$ cat config.mk
export PLATFORM = sky130hd
export DESIGN_NAME = noc_link_top
export DESIGN_NICKNAME = d
export VERILOG_FILES = /design/src/noc_flit_pkg.sv /design/src/axis_link_pkg.sv /design/src/axis_stream_if.sv /design/src/narrow_rr_arbiter.sv /design/src/axis_tx_mux.sv /design/src/noc_axis_bridge.sv /design/src/noc_link_top.sv
export VERILOG_INCLUDE_DIRS = /design/src
export SDC_FILE = /design/constraint.sdc
export NUM_CORES = 1
export LEC_CHECK = 0
export BUFFER_PORTS_ARGS = -buffer_cell sky130_fd_sc_hd__buf_2
export CORE_AREA = 2 2 212 214
export DETAILED_ROUTE_END_ITERATION = 16
export DIE_AREA = 0 0 214 216
export PLACE_DENSITY_LB_ADDON = 0.3
export SYNTH_ARGS = -nofsm -noshare
export SYNTH_HDL_FRONTEND = slang
export SYNTH_HIERARCHICAL = 1
export SYNTH_SLANG_ARGS = --single-unit
$ cat constraint.sdc
create_clock -name clk_i -period 11.4 [get_ports clk_i]
set_clock_uncertainty 0.15 [all_clocks]
set_input_delay 0.57 -clock clk_i [delete_from_list [all_inputs] [get_ports clk_i]]
set_output_delay 0.57 -clock clk_i [all_outputs]
set_load 0.01 [all_outputs]
$ cat src/bridge_macros.svh
// Width and depth macros for the NoC to AXI-Stream link
// Flit widths, derived byte counts and transmit FIFO depth
`ifndef BRIDGE_MACROS_SVH
`define BRIDGE_MACROS_SVH

// Narrow request and response payload
`define NARROW_FLIT_W 32
// Wide payload, also the link data field
`define WIDE_FLIT_W 64

// Byte counts, link strobe is WIDE_BYTES wide
`define NARROW_BYTES (`NARROW_FLIT_W / 8)
`define WIDE_BYTES (`WIDE_FLIT_W / 8)

// Entries in the transmit output FIFO
`define TX_FIFO_DEPTH 2

`endif

$ cat src/noc_flit_pkg.sv
// NoC-side types
// Channel header encoding and narrow and wide flit payloads
`default_nettype none
`include "bridge_macros.svh"

package noc_flit_pkg;

  // Header carried with every link beat
  // Encoding 2'd3 is unused
  typedef enum logic [1:0] {
    HDR_NARROW_REQ = 2'd0,
    HDR_NARROW_RSP = 2'd1,
    HDR_WIDE       = 2'd2
  } chan_hdr_e;

  // Narrow request and response payload
  typedef logic [`NARROW_FLIT_W-1:0] narrow_flit_t;

  // Wide channel payload
  typedef logic [`WIDE_FLIT_W-1:0] wide_flit_t;

endpackage

`default_nettype wire

$ cat src/axis_link_pkg.sv
// Link-side types
// Link beat layout and transmit selector state
`default_nettype none
`include "bridge_macros.svh"

package axis_link_pkg;
  import noc_flit_pkg::*;

  // One link beat, also one transmit FIFO entry
  // Narrow payloads sit zero-extended in the low bytes
  typedef struct packed {
    chan_hdr_e               hdr;
    logic [`WIDE_FLIT_W-1:0] data;
  } link_beat_t;

  // Transmit selector, narrow stream or wide stream
  typedef enum logic {
    SEL_NARROW = 1'b0,
    SEL_WIDE   = 1'b1
  } chan_sel_e;

endpackage

`default_nettype wire

$ cat src/axis_stream_if.sv
// Chip-to-chip link interface
// Valid/ready handshake with beat data and byte strobe
`default_nettype none
`include "bridge_macros.svh"

interface axis_stream_if import axis_link_pkg::*; ();

  logic                   tvalid;
  logic                   tready;
  // Header plus payload
  link_beat_t             tdata;
  // Bytes of tdata.data that carry payload
  logic [`WIDE_BYTES-1:0] tstrb;

  // Transmit side
  modport sender (output tvalid, output tdata, output tstrb, input tready);

  // Receive side
  modport receiver (input tvalid, input tdata, input tstrb, output tready);

endinterface

`default_nettype wire

$ cat src/narrow_rr_arbiter.sv
// Round-robin arbiter for the narrow request and response channels
// Combinational grant, one-bit priority, grant held while stalled
`default_nettype none

module narrow_rr_arbiter import noc_flit_pkg::*; (
  input  logic         clk_i,
  input  logic         rst_n_i,
  input  logic         req_valid_i,
  input  narrow_flit_t req_data_i,
  output logic         req_ready_o,
  input  logic         rsp_valid_i,
  input  narrow_flit_t rsp_data_i,
  output logic         rsp_ready_o,
  output logic         out_valid_o,
  input  logic         out_ready_i,
  output narrow_flit_t out_data_o,
  output chan_hdr_e    out_hdr_o
);

  // Set when the response channel won the last transfer
  logic last_rsp_q;
  // Stalled grant kept until its transfer
  logic hold_q;
  logic hold_rsp_q;
  // Current choice where 1 selects response
  logic pick_rsp;

  always_comb begin
    if (hold_q) begin
      pick_rsp = hold_rsp_q;
    end else if (req_valid_i && rsp_valid_i) begin
      // Both waiting so take turns
      pick_rsp = ~last_rsp_q;
    end else begin
      pick_rsp = rsp_valid_i;
    end
  end

  assign out_valid_o = pick_rsp ? rsp_valid_i : req_valid_i;
  assign out_data_o  = pick_rsp ? rsp_data_i : req_data_i;
  assign out_hdr_o   = pick_rsp ? HDR_NARROW_RSP : HDR_NARROW_REQ;
  assign req_ready_o = ~pick_rsp & out_ready_i;
  assign rsp_ready_o = pick_rsp & out_ready_i;

  always_ff @(posedge clk_i or negedge rst_n_i) begin
    if (!rst_n_i) begin
      // Request channel goes first after reset
      last_rsp_q <= 1'b1;
      hold_q     <= 1'b0;
      hold_rsp_q <= 1'b0;
    end else begin
      hold_q     <= out_valid_o & ~out_ready_i;
      hold_rsp_q <= pick_rsp;
      // Priority moves only on a completed transfer
      if (out_valid_o && out_ready_i) begin
        last_rsp_q <= pick_rsp;
      end
    end
  end

  // A stalled grant keeps its channel and its flit on the next edge
  a_grant_held: assert property (@(posedge clk_i) disable iff (!rst_n_i)
    out_valid_o && !out_ready_i |=>
      out_valid_o && out_hdr_o == $past(out_hdr_o) && $stable(out_data_o))
    else $error("narrow grant switched while output stalled");

endmodule

`default_nettype wire

$ cat src/axis_tx_mux.sv
// Transmit selector between narrow and wide streams
// Selector FSM, two-entry output FIFO, strobe from FIFO head
`default_nettype none
`include "bridge_macros.svh"

module axis_tx_mux import noc_flit_pkg::*, axis_link_pkg::*; (
  input  logic         clk_i,
  input  logic         rst_n_i,
  input  logic         nar_valid_i,
  output logic         nar_ready_o,
  input  narrow_flit_t nar_data_i,
  input  chan_hdr_e    nar_hdr_i,
  input  logic         wide_valid_i,
  output logic         wide_ready_o,
  input  wide_flit_t   wide_data_i,
  axis_stream_if.sender link
);

  localparam int PTR_W = (`TX_FIFO_DEPTH > 1) ? $clog2(`TX_FIFO_DEPTH) : 1;
  localparam int CNT_W = $clog2(`TX_FIFO_DEPTH + 1);

  chan_sel_e        sel_q;
  chan_sel_e        sel_d;
  logic             in_valid;
  link_beat_t       in_beat;
  logic             fifo_space;
  logic             push;
  logic             pop;
  link_beat_t       mem [`TX_FIFO_DEPTH];
  logic [PTR_W-1:0] wr_ptr_q;
  logic [PTR_W-1:0] rd_ptr_q;
  logic [CNT_W-1:0] count_q;

  ////////////////////////////////////////////////////////////
  // Selector FSM
  ////////////////////////////////////////////////////////////

  always_comb begin
    sel_d        = sel_q;
    in_valid     = 1'b0;
    nar_ready_o  = 1'b0;
    wide_ready_o = 1'b0;
    // Narrow beat, zero-extended into the link word
    in_beat.hdr  = nar_hdr_i;
    in_beat.data = {{(`WIDE_FLIT_W - `NARROW_FLIT_W){1'b0}}, nar_data_i};
    case (sel_q)
      SEL_NARROW: begin
        in_valid    = nar_valid_i;
        nar_ready_o = fifo_space;
        // Narrow idle with wide waiting
        if (wide_valid_i && !nar_valid_i) begin
          sel_d = SEL_WIDE;
        end
      end
      SEL_WIDE: begin
        in_beat.hdr  = HDR_WIDE;
        in_beat.data = wide_data_i;
        in_valid     = wide_valid_i;
        wide_ready_o = fifo_space;
        // Wide idle or just accepted, narrow waiting
        if ((!wide_valid_i || fifo_space) && nar_valid_i) begin
          sel_d = SEL_NARROW;
        end
      end
      default: sel_d = SEL_NARROW;
    endcase
  end

  ////////////////////////////////////////////////////////////
  // Output FIFO
  ////////////////////////////////////////////////////////////

  assign fifo_space = (count_q != CNT_W'(`TX_FIFO_DEPTH));
  assign push       = in_valid & fifo_space;
  assign pop        = link.tvalid & link.tready;

  always_ff @(posedge clk_i or negedge rst_n_i) begin
    if (!rst_n_i) begin
      sel_q    <= SEL_NARROW;
      wr_ptr_q <= '0;
      rd_ptr_q <= '0;
      count_q  <= '0;
    end else begin
      sel_q <= sel_d;
      if (push) begin
        wr_ptr_q <= (wr_ptr_q == PTR_W'(`TX_FIFO_DEPTH - 1)) ? '0 : wr_ptr_q + 1'b1;
      end
      if (pop) begin
        rd_ptr_q <= (rd_ptr_q == PTR_W'(`TX_FIFO_DEPTH - 1)) ? '0 : rd_ptr_q + 1'b1;
      end
      case ({push, pop})
        2'b10:   count_q <= count_q + 1'b1;
        2'b01:   count_q <= count_q - 1'b1;
        default: count_q <= count_q;
      endcase
    end
  end

  // Payload storage
  always_ff @(posedge clk_i) begin
    if (push) begin
      mem[wr_ptr_q] <= in_beat;
    end
  end

  assign link.tvalid = (count_q != '0);
  assign link.tdata  = mem[rd_ptr_q];
  // Low bytes only for narrow beats
  assign link.tstrb  = (mem[rd_ptr_q].hdr == HDR_WIDE) ? {`WIDE_BYTES{1'b1}} :
                       {{(`WIDE_BYTES - `NARROW_BYTES){1'b0}}, {`NARROW_BYTES{1'b1}}};

  // Offered beat holds until taken
  a_link_stable: assert property (@(posedge clk_i) disable iff (!rst_n_i)
    link.tvalid && !link.tready |=>
      link.tvalid && $stable(link.tdata) && $stable(link.tstrb))
    else $error("link beat changed before transfer");

endmodule

`default_nettype wire

$ cat src/noc_axis_bridge.sv
// One NoC to AXI-Stream bridge
// Transmit arbiter and selector, receive header decode and byte masking
`default_nettype none
`include "bridge_macros.svh"

module noc_axis_bridge import noc_flit_pkg::*, axis_link_pkg::*; (
  input  logic         clk_i,
  input  logic         rst_n_i,
  // NoC to link
  input  logic         nreq_valid_i,
  output logic         nreq_ready_o,
  input  narrow_flit_t nreq_data_i,
  input  logic         nrsp_valid_i,
  output logic         nrsp_ready_o,
  input  narrow_flit_t nrsp_data_i,
  input  logic         wide_valid_i,
  output logic         wide_ready_o,
  input  wide_flit_t   wide_data_i,
  // Link to NoC
  output logic         nreq_valid_o,
  input  logic         nreq_ready_i,
  output narrow_flit_t nreq_data_o,
  output logic         nrsp_valid_o,
  input  logic         nrsp_ready_i,
  output narrow_flit_t nrsp_data_o,
  output logic         wide_valid_o,
  input  logic         wide_ready_i,
  output wide_flit_t   wide_data_o,
  axis_stream_if.sender   tx_link,
  axis_stream_if.receiver rx_link
);

  // Arbiter to selector
  logic         nar_valid;
  logic         nar_ready;
  narrow_flit_t nar_data;
  chan_hdr_e    nar_hdr;
  // Receive side
  link_beat_t   rx_beat;
  wide_flit_t   rx_masked;
  logic         rx_ready;

  ////////////////////////////////////////////////////////////
  // Transmit path
  ////////////////////////////////////////////////////////////

  narrow_rr_arbiter u_arb (
    .clk_i       (clk_i),
    .rst_n_i     (rst_n_i),
    .req_valid_i (nreq_valid_i),
    .req_data_i  (nreq_data_i),
    .req_ready_o (nreq_ready_o),
    .rsp_valid_i (nrsp_valid_i),
    .rsp_data_i  (nrsp_data_i),
    .rsp_ready_o (nrsp_ready_o),
    .out_valid_o (nar_valid),
    .out_ready_i (nar_ready),
    .out_data_o  (nar_data),
    .out_hdr_o   (nar_hdr)
  );

  axis_tx_mux u_tx_mux (
    .clk_i        (clk_i),
    .rst_n_i      (rst_n_i),
    .nar_valid_i  (nar_valid),
    .nar_ready_o  (nar_ready),
    .nar_data_i   (nar_data),
    .nar_hdr_i    (nar_hdr),
    .wide_valid_i (wide_valid_i),
    .wide_ready_o (wide_ready_o),
    .wide_data_i  (wide_data_i),
    .link         (tx_link)
  );

  ////////////////////////////////////////////////////////////
  // Receive path
  ////////////////////////////////////////////////////////////

  assign rx_beat = rx_link.tdata;

  // Clear bytes the strobe does not cover
  always_comb begin
    for (int i = 0; i < `WIDE_BYTES; i++) begin
      rx_masked[i*8 +: 8] = rx_link.tstrb[i] ? rx_beat.data[i*8 +: 8] : 8'h00;
    end
  end

  // Steer by header
  assign nreq_valid_o = rx_link.tvalid && (rx_beat.hdr == HDR_NARROW_REQ);
  assign nrsp_valid_o = rx_link.tvalid && (rx_beat.hdr == HDR_NARROW_RSP);
  assign wide_valid_o = rx_link.tvalid && (rx_beat.hdr == HDR_WIDE);
  assign nreq_data_o  = rx_masked[`NARROW_FLIT_W-1:0];
  assign nrsp_data_o  = rx_masked[`NARROW_FLIT_W-1:0];
  assign wide_data_o  = rx_masked;

  // Link ready only from the addressed channel
  always_comb begin
    case (rx_beat.hdr)
      HDR_NARROW_REQ: rx_ready = nreq_ready_i;
      HDR_NARROW_RSP: rx_ready = nrsp_ready_i;
      HDR_WIDE:       rx_ready = wide_ready_i;
      default:        rx_ready = 1'b0;
    endcase
  end

  assign rx_link.tready = rx_ready;

  // Far-side strobe agrees with the header it was sent with
  a_strb_hdr: assert property (@(posedge clk_i) disable iff (!rst_n_i)
    rx_link.tvalid |-> ((rx_beat.hdr == HDR_WIDE) ? (&rx_link.tstrb) :
      (&rx_link.tstrb[`NARROW_BYTES-1:0] &&
       rx_link.tstrb[`WIDE_BYTES-1:`NARROW_BYTES] == '0)))
    else $error("link strobe does not match beat header");

endmodule

`default_nettype wire

$ cat src/noc_link_top.sv
// Top level of the chip-to-chip link
// Bridges A and B joined through two link interfaces
`default_nettype none

module noc_link_top import noc_flit_pkg::*; (
  input  logic         clk_i,
  input  logic         rst_n_i,
  // Side A, NoC into the link
  input  logic         a_nreq_valid_i, a_nrsp_valid_i, a_wide_valid_i,
  output logic         a_nreq_ready_o, a_nrsp_ready_o, a_wide_ready_o,
  input  narrow_flit_t a_nreq_data_i, a_nrsp_data_i,
  input  wide_flit_t   a_wide_data_i,
  // Side A, link out to the NoC
  output logic         a_nreq_valid_o, a_nrsp_valid_o, a_wide_valid_o,
  input  logic         a_nreq_ready_i, a_nrsp_ready_i, a_wide_ready_i,
  output narrow_flit_t a_nreq_data_o, a_nrsp_data_o,
  output wide_flit_t   a_wide_data_o,
  // Side B, NoC into the link
  input  logic         b_nreq_valid_i, b_nrsp_valid_i, b_wide_valid_i,
  output logic         b_nreq_ready_o, b_nrsp_ready_o, b_wide_ready_o,
  input  narrow_flit_t b_nreq_data_i, b_nrsp_data_i,
  input  wide_flit_t   b_wide_data_i,
  // Side B, link out to the NoC
  output logic         b_nreq_valid_o, b_nrsp_valid_o, b_wide_valid_o,
  input  logic         b_nreq_ready_i, b_nrsp_ready_i, b_wide_ready_i,
  output narrow_flit_t b_nreq_data_o, b_nrsp_data_o,
  output wide_flit_t   b_wide_data_o
);

  // A to B and B to A
  axis_stream_if link_ab ();
  axis_stream_if link_ba ();

  noc_axis_bridge bridge_a (
    .clk_i (clk_i), .rst_n_i (rst_n_i),
    .nreq_valid_i (a_nreq_valid_i), .nreq_ready_o (a_nreq_ready_o), .nreq_data_i (a_nreq_data_i),
    .nrsp_valid_i (a_nrsp_valid_i), .nrsp_ready_o (a_nrsp_ready_o), .nrsp_data_i (a_nrsp_data_i),
    .wide_valid_i (a_wide_valid_i), .wide_ready_o (a_wide_ready_o), .wide_data_i (a_wide_data_i),
    .nreq_valid_o (a_nreq_valid_o), .nreq_ready_i (a_nreq_ready_i), .nreq_data_o (a_nreq_data_o),
    .nrsp_valid_o (a_nrsp_valid_o), .nrsp_ready_i (a_nrsp_ready_i), .nrsp_data_o (a_nrsp_data_o),
    .wide_valid_o (a_wide_valid_o), .wide_ready_i (a_wide_ready_i), .wide_data_o (a_wide_data_o),
    .tx_link (link_ab), .rx_link (link_ba)
  );

  noc_axis_bridge bridge_b (
    .clk_i (clk_i), .rst_n_i (rst_n_i),
    .nreq_valid_i (b_nreq_valid_i), .nreq_ready_o (b_nreq_ready_o), .nreq_data_i (b_nreq_data_i),
    .nrsp_valid_i (b_nrsp_valid_i), .nrsp_ready_o (b_nrsp_ready_o), .nrsp_data_i (b_nrsp_data_i),
    .wide_valid_i (b_wide_valid_i), .wide_ready_o (b_wide_ready_o), .wide_data_i (b_wide_data_i),
    .nreq_valid_o (b_nreq_valid_o), .nreq_ready_i (b_nreq_ready_i), .nreq_data_o (b_nreq_data_o),
    .nrsp_valid_o (b_nrsp_valid_o), .nrsp_ready_i (b_nrsp_ready_i), .nrsp_data_o (b_nrsp_data_o),
    .wide_valid_o (b_wide_valid_o), .wide_ready_i (b_wide_ready_i), .wide_data_o (b_wide_data_o),
    .tx_link (link_ba), .rx_link (link_ab)
  );

endmodule

`default_nettype wire

### Word level (Yosys, flattened, before mapping)

Memories as Yosys holds them, arrays and structs flattened.
Index checks and enable logic that the tools add are counted.

| storage, ports and cells | value |
|---|---|
| flip-flop bits (word level) | 16 |
| memory bits (writable) | 264 |
| memories | 2 |

Memories:

| memory | depth | bits a word | read ports | clocked after Yosys merged registers in | wr ports | line | text |
|---|---|---|---|---|---|---|---|
| bridge_a.u_tx_mux.mem | 2 | 66 | 1 | 0 | 1 | axis_tx_mux.sv:29 | `` link_beat_t mem [`TX_FIFO_DEPTH]; `` |
| bridge_b.u_tx_mux.mem | 2 | 66 | 1 | 0 | 1 | axis_tx_mux.sv:29 |  |

| cells by class | value |
|---|---|
| add/sub/neg operators | 8 |
| eq/ne operators | 10 |
| muxes and demuxes | 54 |
| bitwise operators | 18 |
| reduce and logical (&&, ||, !) cells | 26 |

Operator list:

| kind | count |
|---|---|
| $mux W8 | 18 |
| $mux W66 | 2 |
| $mux W32 | 2 |
| $mux W1 | 24 |
| $logic_and A1 B1 Y1 | 14 |
| $and A1 B1 Y1 | 10 |
| $eq A2 B1 Y1 const B | 4 |
| $eq A2 B2 Y1 const B | 4 |
| $not A1 Y1 | 8 |
| $pmux W1 S2 | 4 |
| $pmux W2 S2 | 2 |
| $reduce_bool A2 Y1 | 4 |
| $pmux W1 S3 | 2 |
| $add A1 B1 Y1 const B | 4 |
| $add A2 B1 Y2 const B | 2 |
| $logic_not A1 Y1 | 4 |
| $logic_not A2 Y1 | 2 |
| $ne A2 B2 Y1 const B | 2 |
| $sub A2 B1 Y2 const B | 2 |
| $logic_or A1 B1 Y1 | 2 |

### Longest topological paths before layout

Gate-level depths: netlist of the first run.

| depth | value |
|---|---|
| word-level depth | 8 |
| depth in mapped cells | 11 |
| gate-level depth less buffers | 8 |

### By module

Netlist of the first run, hierarchy kept.

Modules (own cells, without submodules):

| module | instances | cells each | area each (sq um) | seq. area each (sq um) |
|---|---|---|---|---|
| axis_tx_mux | 2 | 315 | 5739.3 | 4088.9 |
| noc_axis_bridge | 2 | 134 | 930.9 | 0.0 |
| narrow_rr_arbiter | 2 | 55 | 585.6 | 76.3 |

### Least setup slack after synthesis of the first run

OpenSTA, ideal clock, no wires.

| path | value |
|---|---|
| path kind | input to register |
| start | input port a_nreq_valid_i |
| end | memory bridge_a/u_tx_mux/mem[0][0] (netlist bit), enable pin |
| arrival | 3948 ps |
| data required time | 10760 ps |
| setup slack | 6812 ps |
| stages | 5 |
| buffers on the path | 0 |
| path through | a21boi_0 -> o22a_1 -> mux2_4 -> nand2_2 -> nor2_1 |

| between the ends | value |
|---|---|
| longest elaborated chain between the ends | 8 |

Ends and longest elaborated chain:

| what | line | text |
|---|---|---|
| start, declared | noc_link_top.sv:9 | `input logic a_nreq_valid_i, a_nrsp_valid_i, a_wide_valid_i,` |
| $logic_and A1 B1 Y1 | narrow_rr_arbiter.sv:31 | `end else if (req_valid_i && rsp_valid_i) begin` |
| $mux W1 | narrow_rr_arbiter.sv:31 |  |
| $mux W1 | narrow_rr_arbiter.sv:29 | `if (hold_q) begin` |
| $mux W1 (*) | narrow_rr_arbiter.sv:39 | `assign out_valid_o = pick_rsp ? rsp_valid_i : req_valid_i;` |
| via bridge_a.nar_valid | noc_axis_bridge.sv:34 | `logic nar_valid;` |
| $pmux W1 S2 (*) | axis_tx_mux.sv:46 | `case (sel_q)` |
| $and A1 B1 Y1 (*) | axis_tx_mux.sv:74 | `assign push = in_valid & fifo_space;` |
| $mux W1 (*) | axis_tx_mux.sv:101 | `if (push) begin` |
| $mux W1 (implied by the code) (*) | axis_tx_mux.sv:102 | `mem[wr_ptr_q] <= in_beat;` |
| end, declared | axis_tx_mux.sv:29 |  |

The timed path passes the listed nets; every way through them passes the cells marked *.

### Worst setup path after layout of the first run

| path | value |
|---|---|
| start | register bridge_a.u_tx_mux.rd_ptr_q |
| end | output port b_wide_data_o[43] |

| between the ends | value |
|---|---|
| longest elaborated chain between the ends | 4 |

Ends and longest elaborated chain:

| what | line | text |
|---|---|---|
| start, declared | axis_tx_mux.sv:31 | `logic [PTR_W-1:0] rd_ptr_q;` |
| start signal, assigned | axis_tx_mux.sv:89 | `` rd_ptr_q <= (rd_ptr_q == PTR_W'(`TX_FIFO_DEPTH - 1)) ? '0 : rd_ptr_q + 1'b1; `` |
| $mem_v2 Z2 W66 (*) | -- |  |
| $eq A2 B2 Y1 | axis_tx_mux.sv:109 | `` assign link.tstrb = (mem[rd_ptr_q].hdr == HDR_WIDE) ? {`WIDE_BYTES{1'b1}} : `` |
| $mux W8 | axis_tx_mux.sv:109 |  |
| $mux W8 (*) | noc_axis_bridge.sv:84 | `rx_masked[i*8 +: 8] = rx_link.tstrb[i] ? rx_beat.data[i*8 +: 8] : 8'h00;` |
| end, declared | noc_link_top.sv:27 | `output wide_flit_t b_wide_data_o` |

Mark *: on every way between the ends. The rest lies on a longest branch, timed or not.

==> results.py, run 1 <==
metrics = {
    "run_status": {
        "outcome": "completed",
    },
    "global_route": {
        "antenna_found_initial": 7,
        "grtUsageTotal": 0.140,
        "grt_pass1_wl_mm": 50.1,
        "grt_max_degree": 72,
        "grt_pass1_vias": 8874,
        "grt-ovfl-total": 0,
    },
    "synthesis": {
        "syn-cell-area_mm2": 0.0145,
        "synth_seq_cells": 280,
        "synth_top_area_cell": "edfxtp_1",
        "syn_inst": 1008,
        "seq_area_frac_synth": 0.574,
        "yosysTopAreaCellShare": 0.546,
        "yosysUniqueCellTypes": 34,
        "synthTopCellsByArea": "edfxtp_1 (55%), mux2_2 (19%), and2_1 (8.5%)",
        "yosys_warnings": 6,
        "syn_area_per_cell_um2": 14.4,
    },
    "sta": {
        "rsz0062_at_grt": "no",
        "worst_slack_ns": 7.78,
        "slew_headroom": 0.323,
        "hold_viol": 0,
        "setup_tns_ns": 0,
        "fin_hold_ws_ns": 0.112,
        "period_share": 0.318,
        "setup_viol": 0,
        "worst-slew-pin-transition_ns": 1.01,
        "post-route-min-period_ns": 3.62,
        "max_freq_mhz": 276,
        "slew_violations": 0,
    },
    "detailed_routing": {
        "ant_nets": 0,
        "vias_per_cell": 4.40,
        "wirelength_mm": 34.1,
        "drtIter0Drc": 339,
        "dr.pass1.iters": 4,
        "wire_per_inst_um": 16.8,
        "drcViolationCount": 0,
        "vias": 8915,
    },
    "setup_path": {
        "cp_max_fo": 69,
        "cp-start-kind": "flip-flop",
        "critPathArrivalTime_ns": 2.90,
        "cp-end-kind": "output port",
        "worstSetupPathType": "reg2out",
        "required_ns": 10.68,
    },
    "hold_path": {
        "min_path_type": "in2reg",
    },
    "layout": {
        "layout-drive-gt1-share": 0.605,
        "fin_area_mm2": 0.0176,
        "seqCellArea_mm2": 0.00834,
        "nets": 1678,
        "multiInputGateArea_mm2": 0.00486,
        "area_delta_synth_final_pct": 21.4,
        "final-instance-count-excl-fill": 2027,
        "fillers": 4128,
    },
    "place": {
        "placed_cell_area_mm2": 0.0167,
        "dp_hpwl_mm": 24.9,
        "dp.cells": 1966,
        "dpl_worst_slack_ns": 7.95,
        "globalplace.congestion": 0.869,
        "port_buffers": 537,
    },
    "floorplanning": {
        "dieArea_mm2": 0.0462,
        "core_mm2": 0.0438,
        "start_util": 0.331,
        "die_h_um": 216,
        "num_rows": 77,
        "io_pins": 538,
        "die_x_um": 214,
    },
    "clock_network": {
        "cts_tree": "yes",
        "clkTransAtPathRegs_ns": 0.06,
        "post_cts_buffers": 0,
        "ctsHoldBuffers": 1,
        "cts.sinks": 280,
        "htreeDepth": 1,
        "clock_latency_ns": 0.56,
        "cts_inserted_buffers": 29,
        "cts-resized-gates": 0,
        "max-clock-path-buffers": 3,
        "clockRootBuffer": "clkbuf_16",
    },
    "job": {
        "max_cap_viol_count": 0,
    },
    "power_and_ir_drop": {
        "power.density_mw_per_mm2": 271,
        "p_leak_nw": 7.48,
        "ir_worst_vdd_mv": 0.117,
    },
}
cell usage in the layout (no fill, tap or decap), types with 4 or more instances in the layout:
master,n
nor2b_1,10
o21ai_0,4
dfrtp_1,10
buf_4,7
conb_1,10
edfxtp_1,264
and2_1,198
clkinv_1,9
xor2_1,4
and3b_2,4
clkbuf_16,29
nand2b_1,4
mux2_4,16
a32o_1,4
inv_1,4
clkbuf_1,7
buf_2,537
nand2_1,8
mux2_2,246
diode_2,6
xnor2_1,6
clkinv_2,4
nor2_1,4
layout make-up:
| type | instances | area share |
|---|---|---|
| antenna | 6 | 0.000852 |
| clock buffer | 36 | 0.0427 |
| clock inverter | 18 | 0.00859 |
| inverter | 4 | 0.000852 |
| multi-input combinational | 546 | 0.276 |
| sequential | 280 | 0.473 |
| tap | 592 | 0.0420 |
| timing repair buffer | 545 | 0.156 |
stage by stage:
step | utilization | power [mW]
after floorplan | - | 3.46
after global placement | 0.381 | 3.90
after detailed placement | 0.381 | 3.93
after CTS | 0.402 | 4.85
after global routing | 0.402 | 5.06
final | 0.402 | 4.77
sequential cells by signal, indices dropped and copies added, names as in the netlist:
name,cells
bridge_a/u_arb/hold_q,1
bridge_a/u_arb/hold_rsp_q,1
bridge_a/u_arb/last_rsp_q,1
bridge_a/u_tx_mux/count_q,2
bridge_a/u_tx_mux/mem,132
bridge_a/u_tx_mux/rd_ptr_q,1
bridge_a/u_tx_mux/sel_q,1
bridge_a/u_tx_mux/wr_ptr_q,1
bridge_b/u_arb/hold_q,1
bridge_b/u_arb/hold_rsp_q,1
bridge_b/u_arb/last_rsp_q,1
bridge_b/u_tx_mux/count_q,2
bridge_b/u_tx_mux/mem,132
bridge_b/u_tx_mux/rd_ptr_q,1
bridge_b/u_tx_mux/sel_q,1
bridge_b/u_tx_mux/wr_ptr_q,1
where the power goes:
part,switching [mW],internal (mW)
sequential,0.195,1.70
clock,0.391,0.514
combinational,1.03,0.942
critical path, stage by stage (launching register included):
cell     delay (ns)
dfrtp_4        1.05
a32o_1         0.89
and2_1         0.25
buf_2          0.13
path summary, 6_finish.rpt:
path                                                               start                                        to  slack, ns  cells after the start
max in group asynchronous                                        rst_n_i     bridge_a/u_arb/last_rsp_q$_DFFE_PN1P_      10.42                      2
worst max register to register         bridge_b/u_tx_mux/sel_q$_DFF_PN0_    bridge_b/u_tx_mux/mem[0][28]$_DFFE_PP_       8.26                      5
worst min-delay path                                      b_wide_valid_i         bridge_b/u_tx_mux/sel_q$_DFF_PN0_       0.11                      3
worst max-delay path              bridge_a/u_tx_mux/rd_ptr_q$_DFFE_PN0P_                         b_wide_data_o[43]       7.78                      3
worst min register to register  bridge_a/u_tx_mux/count_q[1]$_DFFE_PN0P_  bridge_a/u_tx_mux/count_q[1]$_DFFE_PN0P_       0.34                      1
min in group asynchronous                                        rst_n_i    bridge_b/u_tx_mux/wr_ptr_q$_DFFE_PN0P_       0.36                      2
synthesized netlist by cell type:
cell type and instances:
buf_4 146, and3b_2 4, xor2_1 4, mux2_4 16
buf_6 12, conb_1 4, nor2b_1 10, o22a_1 2
nor2_1 6, edfxtp_1 264, inv_1 4, or2_2 2
dfrtp_1 14, nor3b_1 2, buf_2 20, a21boi_0 2
clkbuf_1 6, o21ai_1 2, ha_1 2, o21ai_0 4
and2_1 198, a32o_1 4, nand2_1 8, a21boi_4 2
mux2i_1 2, dfstp_2 2, nand2_2 2, or2_1 2
xnor2_1 6, o21bai_1 2, nand3b_1 2, and3_1 2
mux2_2 246, nand2b_1 4
layer usage:
| metal | vias up | wire, um | GRT usage |
|---|---|---|---|
| li1 | 4243 | - | - |
| met1 | 4254 | 13400 | 0.163 |
| met2 | 369 | 17500 | 0.253 |
| met3 | 49 | 2220 | 0.0279 |
| met4 | 0 | 974 | 0.0515 |
| met5 | - | 0 | 0 |
logic make-up (layout without fill, tap and decap cells):
kind of cell | count (synthesis) | after routing | synth area share
AND/OR/NAND/NOR | 242 | 242 | 0.103
multiplexers | 264 | 264 | 0.209
adder cells (fa/ha/maj) | 2 | 2 | 0.00172
other | 4 | 16 | 0.00103
AO/OA/AOI/OAI | 18 | 18 | 0.0107
buffers and inverters | 188 | 603 | 0.0943
XOR/XNOR | 10 | 10 | 0.00604
flip-flops | 280 | 280 | 0.574
(Power assumes the default switching activity.)
==> run 2: changes to the inputs <==
Clock period 11.4 ns to 3.31 ns, I/O delays scaled along.
==> run 2 against run 1 <==
Final area is 13% higher. Via count is 10% higher. Final cell count is 11% higher. First-iteration DRC count is 2.7% lower. Die area stayed put. Utilization is 5.2 points higher. Worst hold slack better by 0.17 ns. Largest power group unchanged. Clock-buffer cell count is 4 higher. Wire length is 8.8% higher. Critical path depth is 1 higher.
==> results.py, run 2 (synthesized netlist as in run 1, its figures left out) <==
metrics = {
    "global_route": {
        "met1_usage": 0.181,
        "grtUsageTotal": 0.154,
        "grt_pass1_vias": 10300,
        "grtUsageMet3": 0.0316,
        "grt_max_degree": 71,
        "grt_busiest_layer": "met2",
        "grt_use_met2": 0.279,
        "grt-ovfl-total": 0,
        "antenna_found_initial": 3,
        "grt_pass1_wl_mm": 56.0,
    },
    "clock_network": {
        "cts.sinks": 280,
        "post_cts_buffers": 0,
        "clockRootBuffer": "clkbuf_16",
        "clkTransAtPathRegs_ns": 0.06,
        "cts_tree": "yes",
        "cts_inserted_buffers": 31,
        "htreeDepth": 1,
        "cts-resized-gates": 0,
        "max-clock-path-buffers": 3,
        "clock_latency_ns": 0.58,
    },
    "setup_path": {
        "required_ns": 2.99,
        "cp_max_fo": 45,
        "cp-end-kind": "output port",
        "crit_path_max_incr_delay_ns": 0.67,
        "r2r-end": "bridge_b/u_tx_mux/count_q[1]$_DFFE_PN0P_",
        "path_cells": "buf_4 -> mux2_2 -> and2_1 -> buf_2",
        "cp_top_family": "buffers and inverters",
        "rr_worst_depth": 8,
        "critPathArrivalTime_ns": 2.66,
        "crit_slowest_cell": "dfrtp_4",
        "rrSetupSlack_ns": 0.35,
        "worstSetupPathType": "reg2out",
        "cp-start-kind": "flip-flop",
        "cp_num_buf_inv": 2,
        "r2r-start": "bridge_b/u_tx_mux/rd_ptr_q$_DFFE_PN0P_",
    },
    "detailed_routing": {
        "dr.pass1.iters": 4,
        "wirelength_mm": 37.1,
        "drcViolationCount": 0,
        "vias": 9833,
        "ant_nets": 0,
        "drtIter0Drc": 330,
        "wire_per_inst_um": 16.5,
        "vias_per_cell": 4.39,
    },
    "sta": {
        "period_share": 0.898,
        "worst-slew-pin-transition_ns": 0.824,
        "rsz0062_at_grt": "no",
        "max_freq_mhz": 337,
        "slew_headroom": 0.451,
        "slew_violations": 0,
        "setup_viol": 0,
        "post-route-min-period_ns": 2.97,
        "worst_slack_ns": 0.338,
        "setup_tns_ns": 0,
        "hold_viol": 0,
    },
    "power_and_ir_drop": {
        "p_int_mw": 11.6,
        "p_comb_frac": 0.448,
        "seqPwrFrac": 0.363,
        "p_clk_frac": 0.189,
        "ir_worst_vdd_mv": 0.433,
        "power.density_mw_per_mm2": 877,
        "p_leak_nw": 8.45,
        "power.share.switching": 0.332,
        "p_switching_mw": 5.79,
    },
    "floorplanning": {
        "die_h_um": 216,
        "die_x_um": 214,
        "core_mm2": 0.0438,
        "start_util": 0.331,
        "num_rows": 77,
        "dieArea_mm2": 0.0462,
        "io_pins": 538,
    },
    "layout": {
        "layout-drive-gt1-share": 0.535,
        "biggestRegsByFlops": "bridge_a/u_tx_mux/mem x132, bridge_b/u_tx_mux/mem x132",
        "layout_common_cells": "buf_2 (537), edfxtp_1 (264), mux2_2 (246)",
        "fillers": 3980,
        "nets": 1896,
        "area_delta_synth_final_pct": 37.0,
        "layout_commonest_cell": "buf_2",
    },
    "place": {
        "port_buffers": 537,
        "globalplace.congestion": 0.949,
        "dpl_worst_slack_ns": 0.868,
        "dp_hpwl_mm": 25.7,
    },
    "run_status": {
        "outcome": "completed",
    },
    "hold_path": {
        "worstHoldStart": "a_wide_data_i[44]",
        "hold-path-cell-count": 3,
        "min_path_type": "in2reg",
        "whs_endpoint": "bridge_a/u_tx_mux/mem[0][44]$_DFFE_PP_",
    },
    "job": {
        "max_cap_viol_count": 0,
    },
}
[run 2: how the worst max path moves through the flow]
stage / start / end / slack [ns] / cells after the start
2_1_floorplan: bridge_a/u_arb/hold_q$_DFF_PN0_ / bridge_a/u_tx_mux/mem[0][0]$_DFFE_PP_ / 0.002 / 5
3_3_place_gp: bridge_a/u_tx_mux/rd_ptr_q$_DFFE_PN0P_ / b_wide_data_o[6] / 0.91 / 4
3_5_place_dp: bridge_b/u_tx_mux/rd_ptr_q$_DFFE_PN0P_ / bridge_b/u_tx_mux/count_q[1]$_DFFE_PN0P_ / 0.87 / 7
4_1_cts: bridge_a/u_tx_mux/rd_ptr_q$_DFFE_PN0P_ / b_wide_data_o[6] / 0.23 / 4
5_1_grt: bridge_b/u_tx_mux/rd_ptr_q$_DFFE_PN0P_ / bridge_b/u_tx_mux/count_q[1]$_DFFE_PN0P_ / 0.19 / 8
6_report: bridge_a/u_tx_mux/rd_ptr_q$_DFFE_PN0P_ / b_nrsp_data_o[6] / 0.34 / 4
[run 2: tightest hold or removal path, cell delays in order]
cell           delay (ns)
dlygate4sd3_1        0.52
buf_2                0.09
and2_1               0.12
[run 2: routing by layer]
metal  wire, um  vias up
met5          0        -
met4       1060        0
met3       2340       61
met2      18700      391
met1      15000     4712
li1           -     4669
[run 2: power groups by stage]
| stage | Clock, mW | Sequential, mW | Combinational [mW] |
|---|---|---|---|
| finish | 3.29 | 6.33 | 7.81 |
| global route | 3.50 | 6.49 | 8.47 |
| CTS | 3.40 | 6.36 | 7.92 |
| detailed placement | 0 | 6.43 | 7.27 |
| global placement | 0 | 6.36 | 7.22 |
| floorplan | 0 | 6.22 | 5.68 |
[run 2: final cells by class]
| type | instances | area (um2) | area share |
|---|---|---|---|
| timing repair buffer | 761 | 4940 | 0.249 |
| inverter | 4 | 15.0 | 0.000755 |
| antenna | 3 | 7.51 | 0.000378 |
| sequential | 280 | 8340 | 0.420 |
| clock inverter | 15 | 119 | 0.00598 |
| multi-input combinational | 546 | 4860 | 0.244 |
| tap | 592 | 741 | 0.0373 |
| clock buffer | 40 | 860 | 0.0432 |
[run 2: through the flow]
stage	total power, mW	utilization	hold slack (ns)	area, um2	instances
6_report	17.4	0.454	0.279	19900	2241
2_1_floorplan	11.9	-	-0.280	14500	1014
4_1_cts	17.7	0.453	0.228	19900	2238
3_3_place_gp	13.6	0.383	-0.0140	16800	1974
3_5_place_dp	13.7	0.383	-0.0103	16800	1974
5_1_grt	18.5	0.453	0.281	19900	2240
[run 2: timing repair]
item	CTS	global route
endpoints found under the hold margin	283	0
endpoints found under the setup margin	0	0
hold buffers	209	0
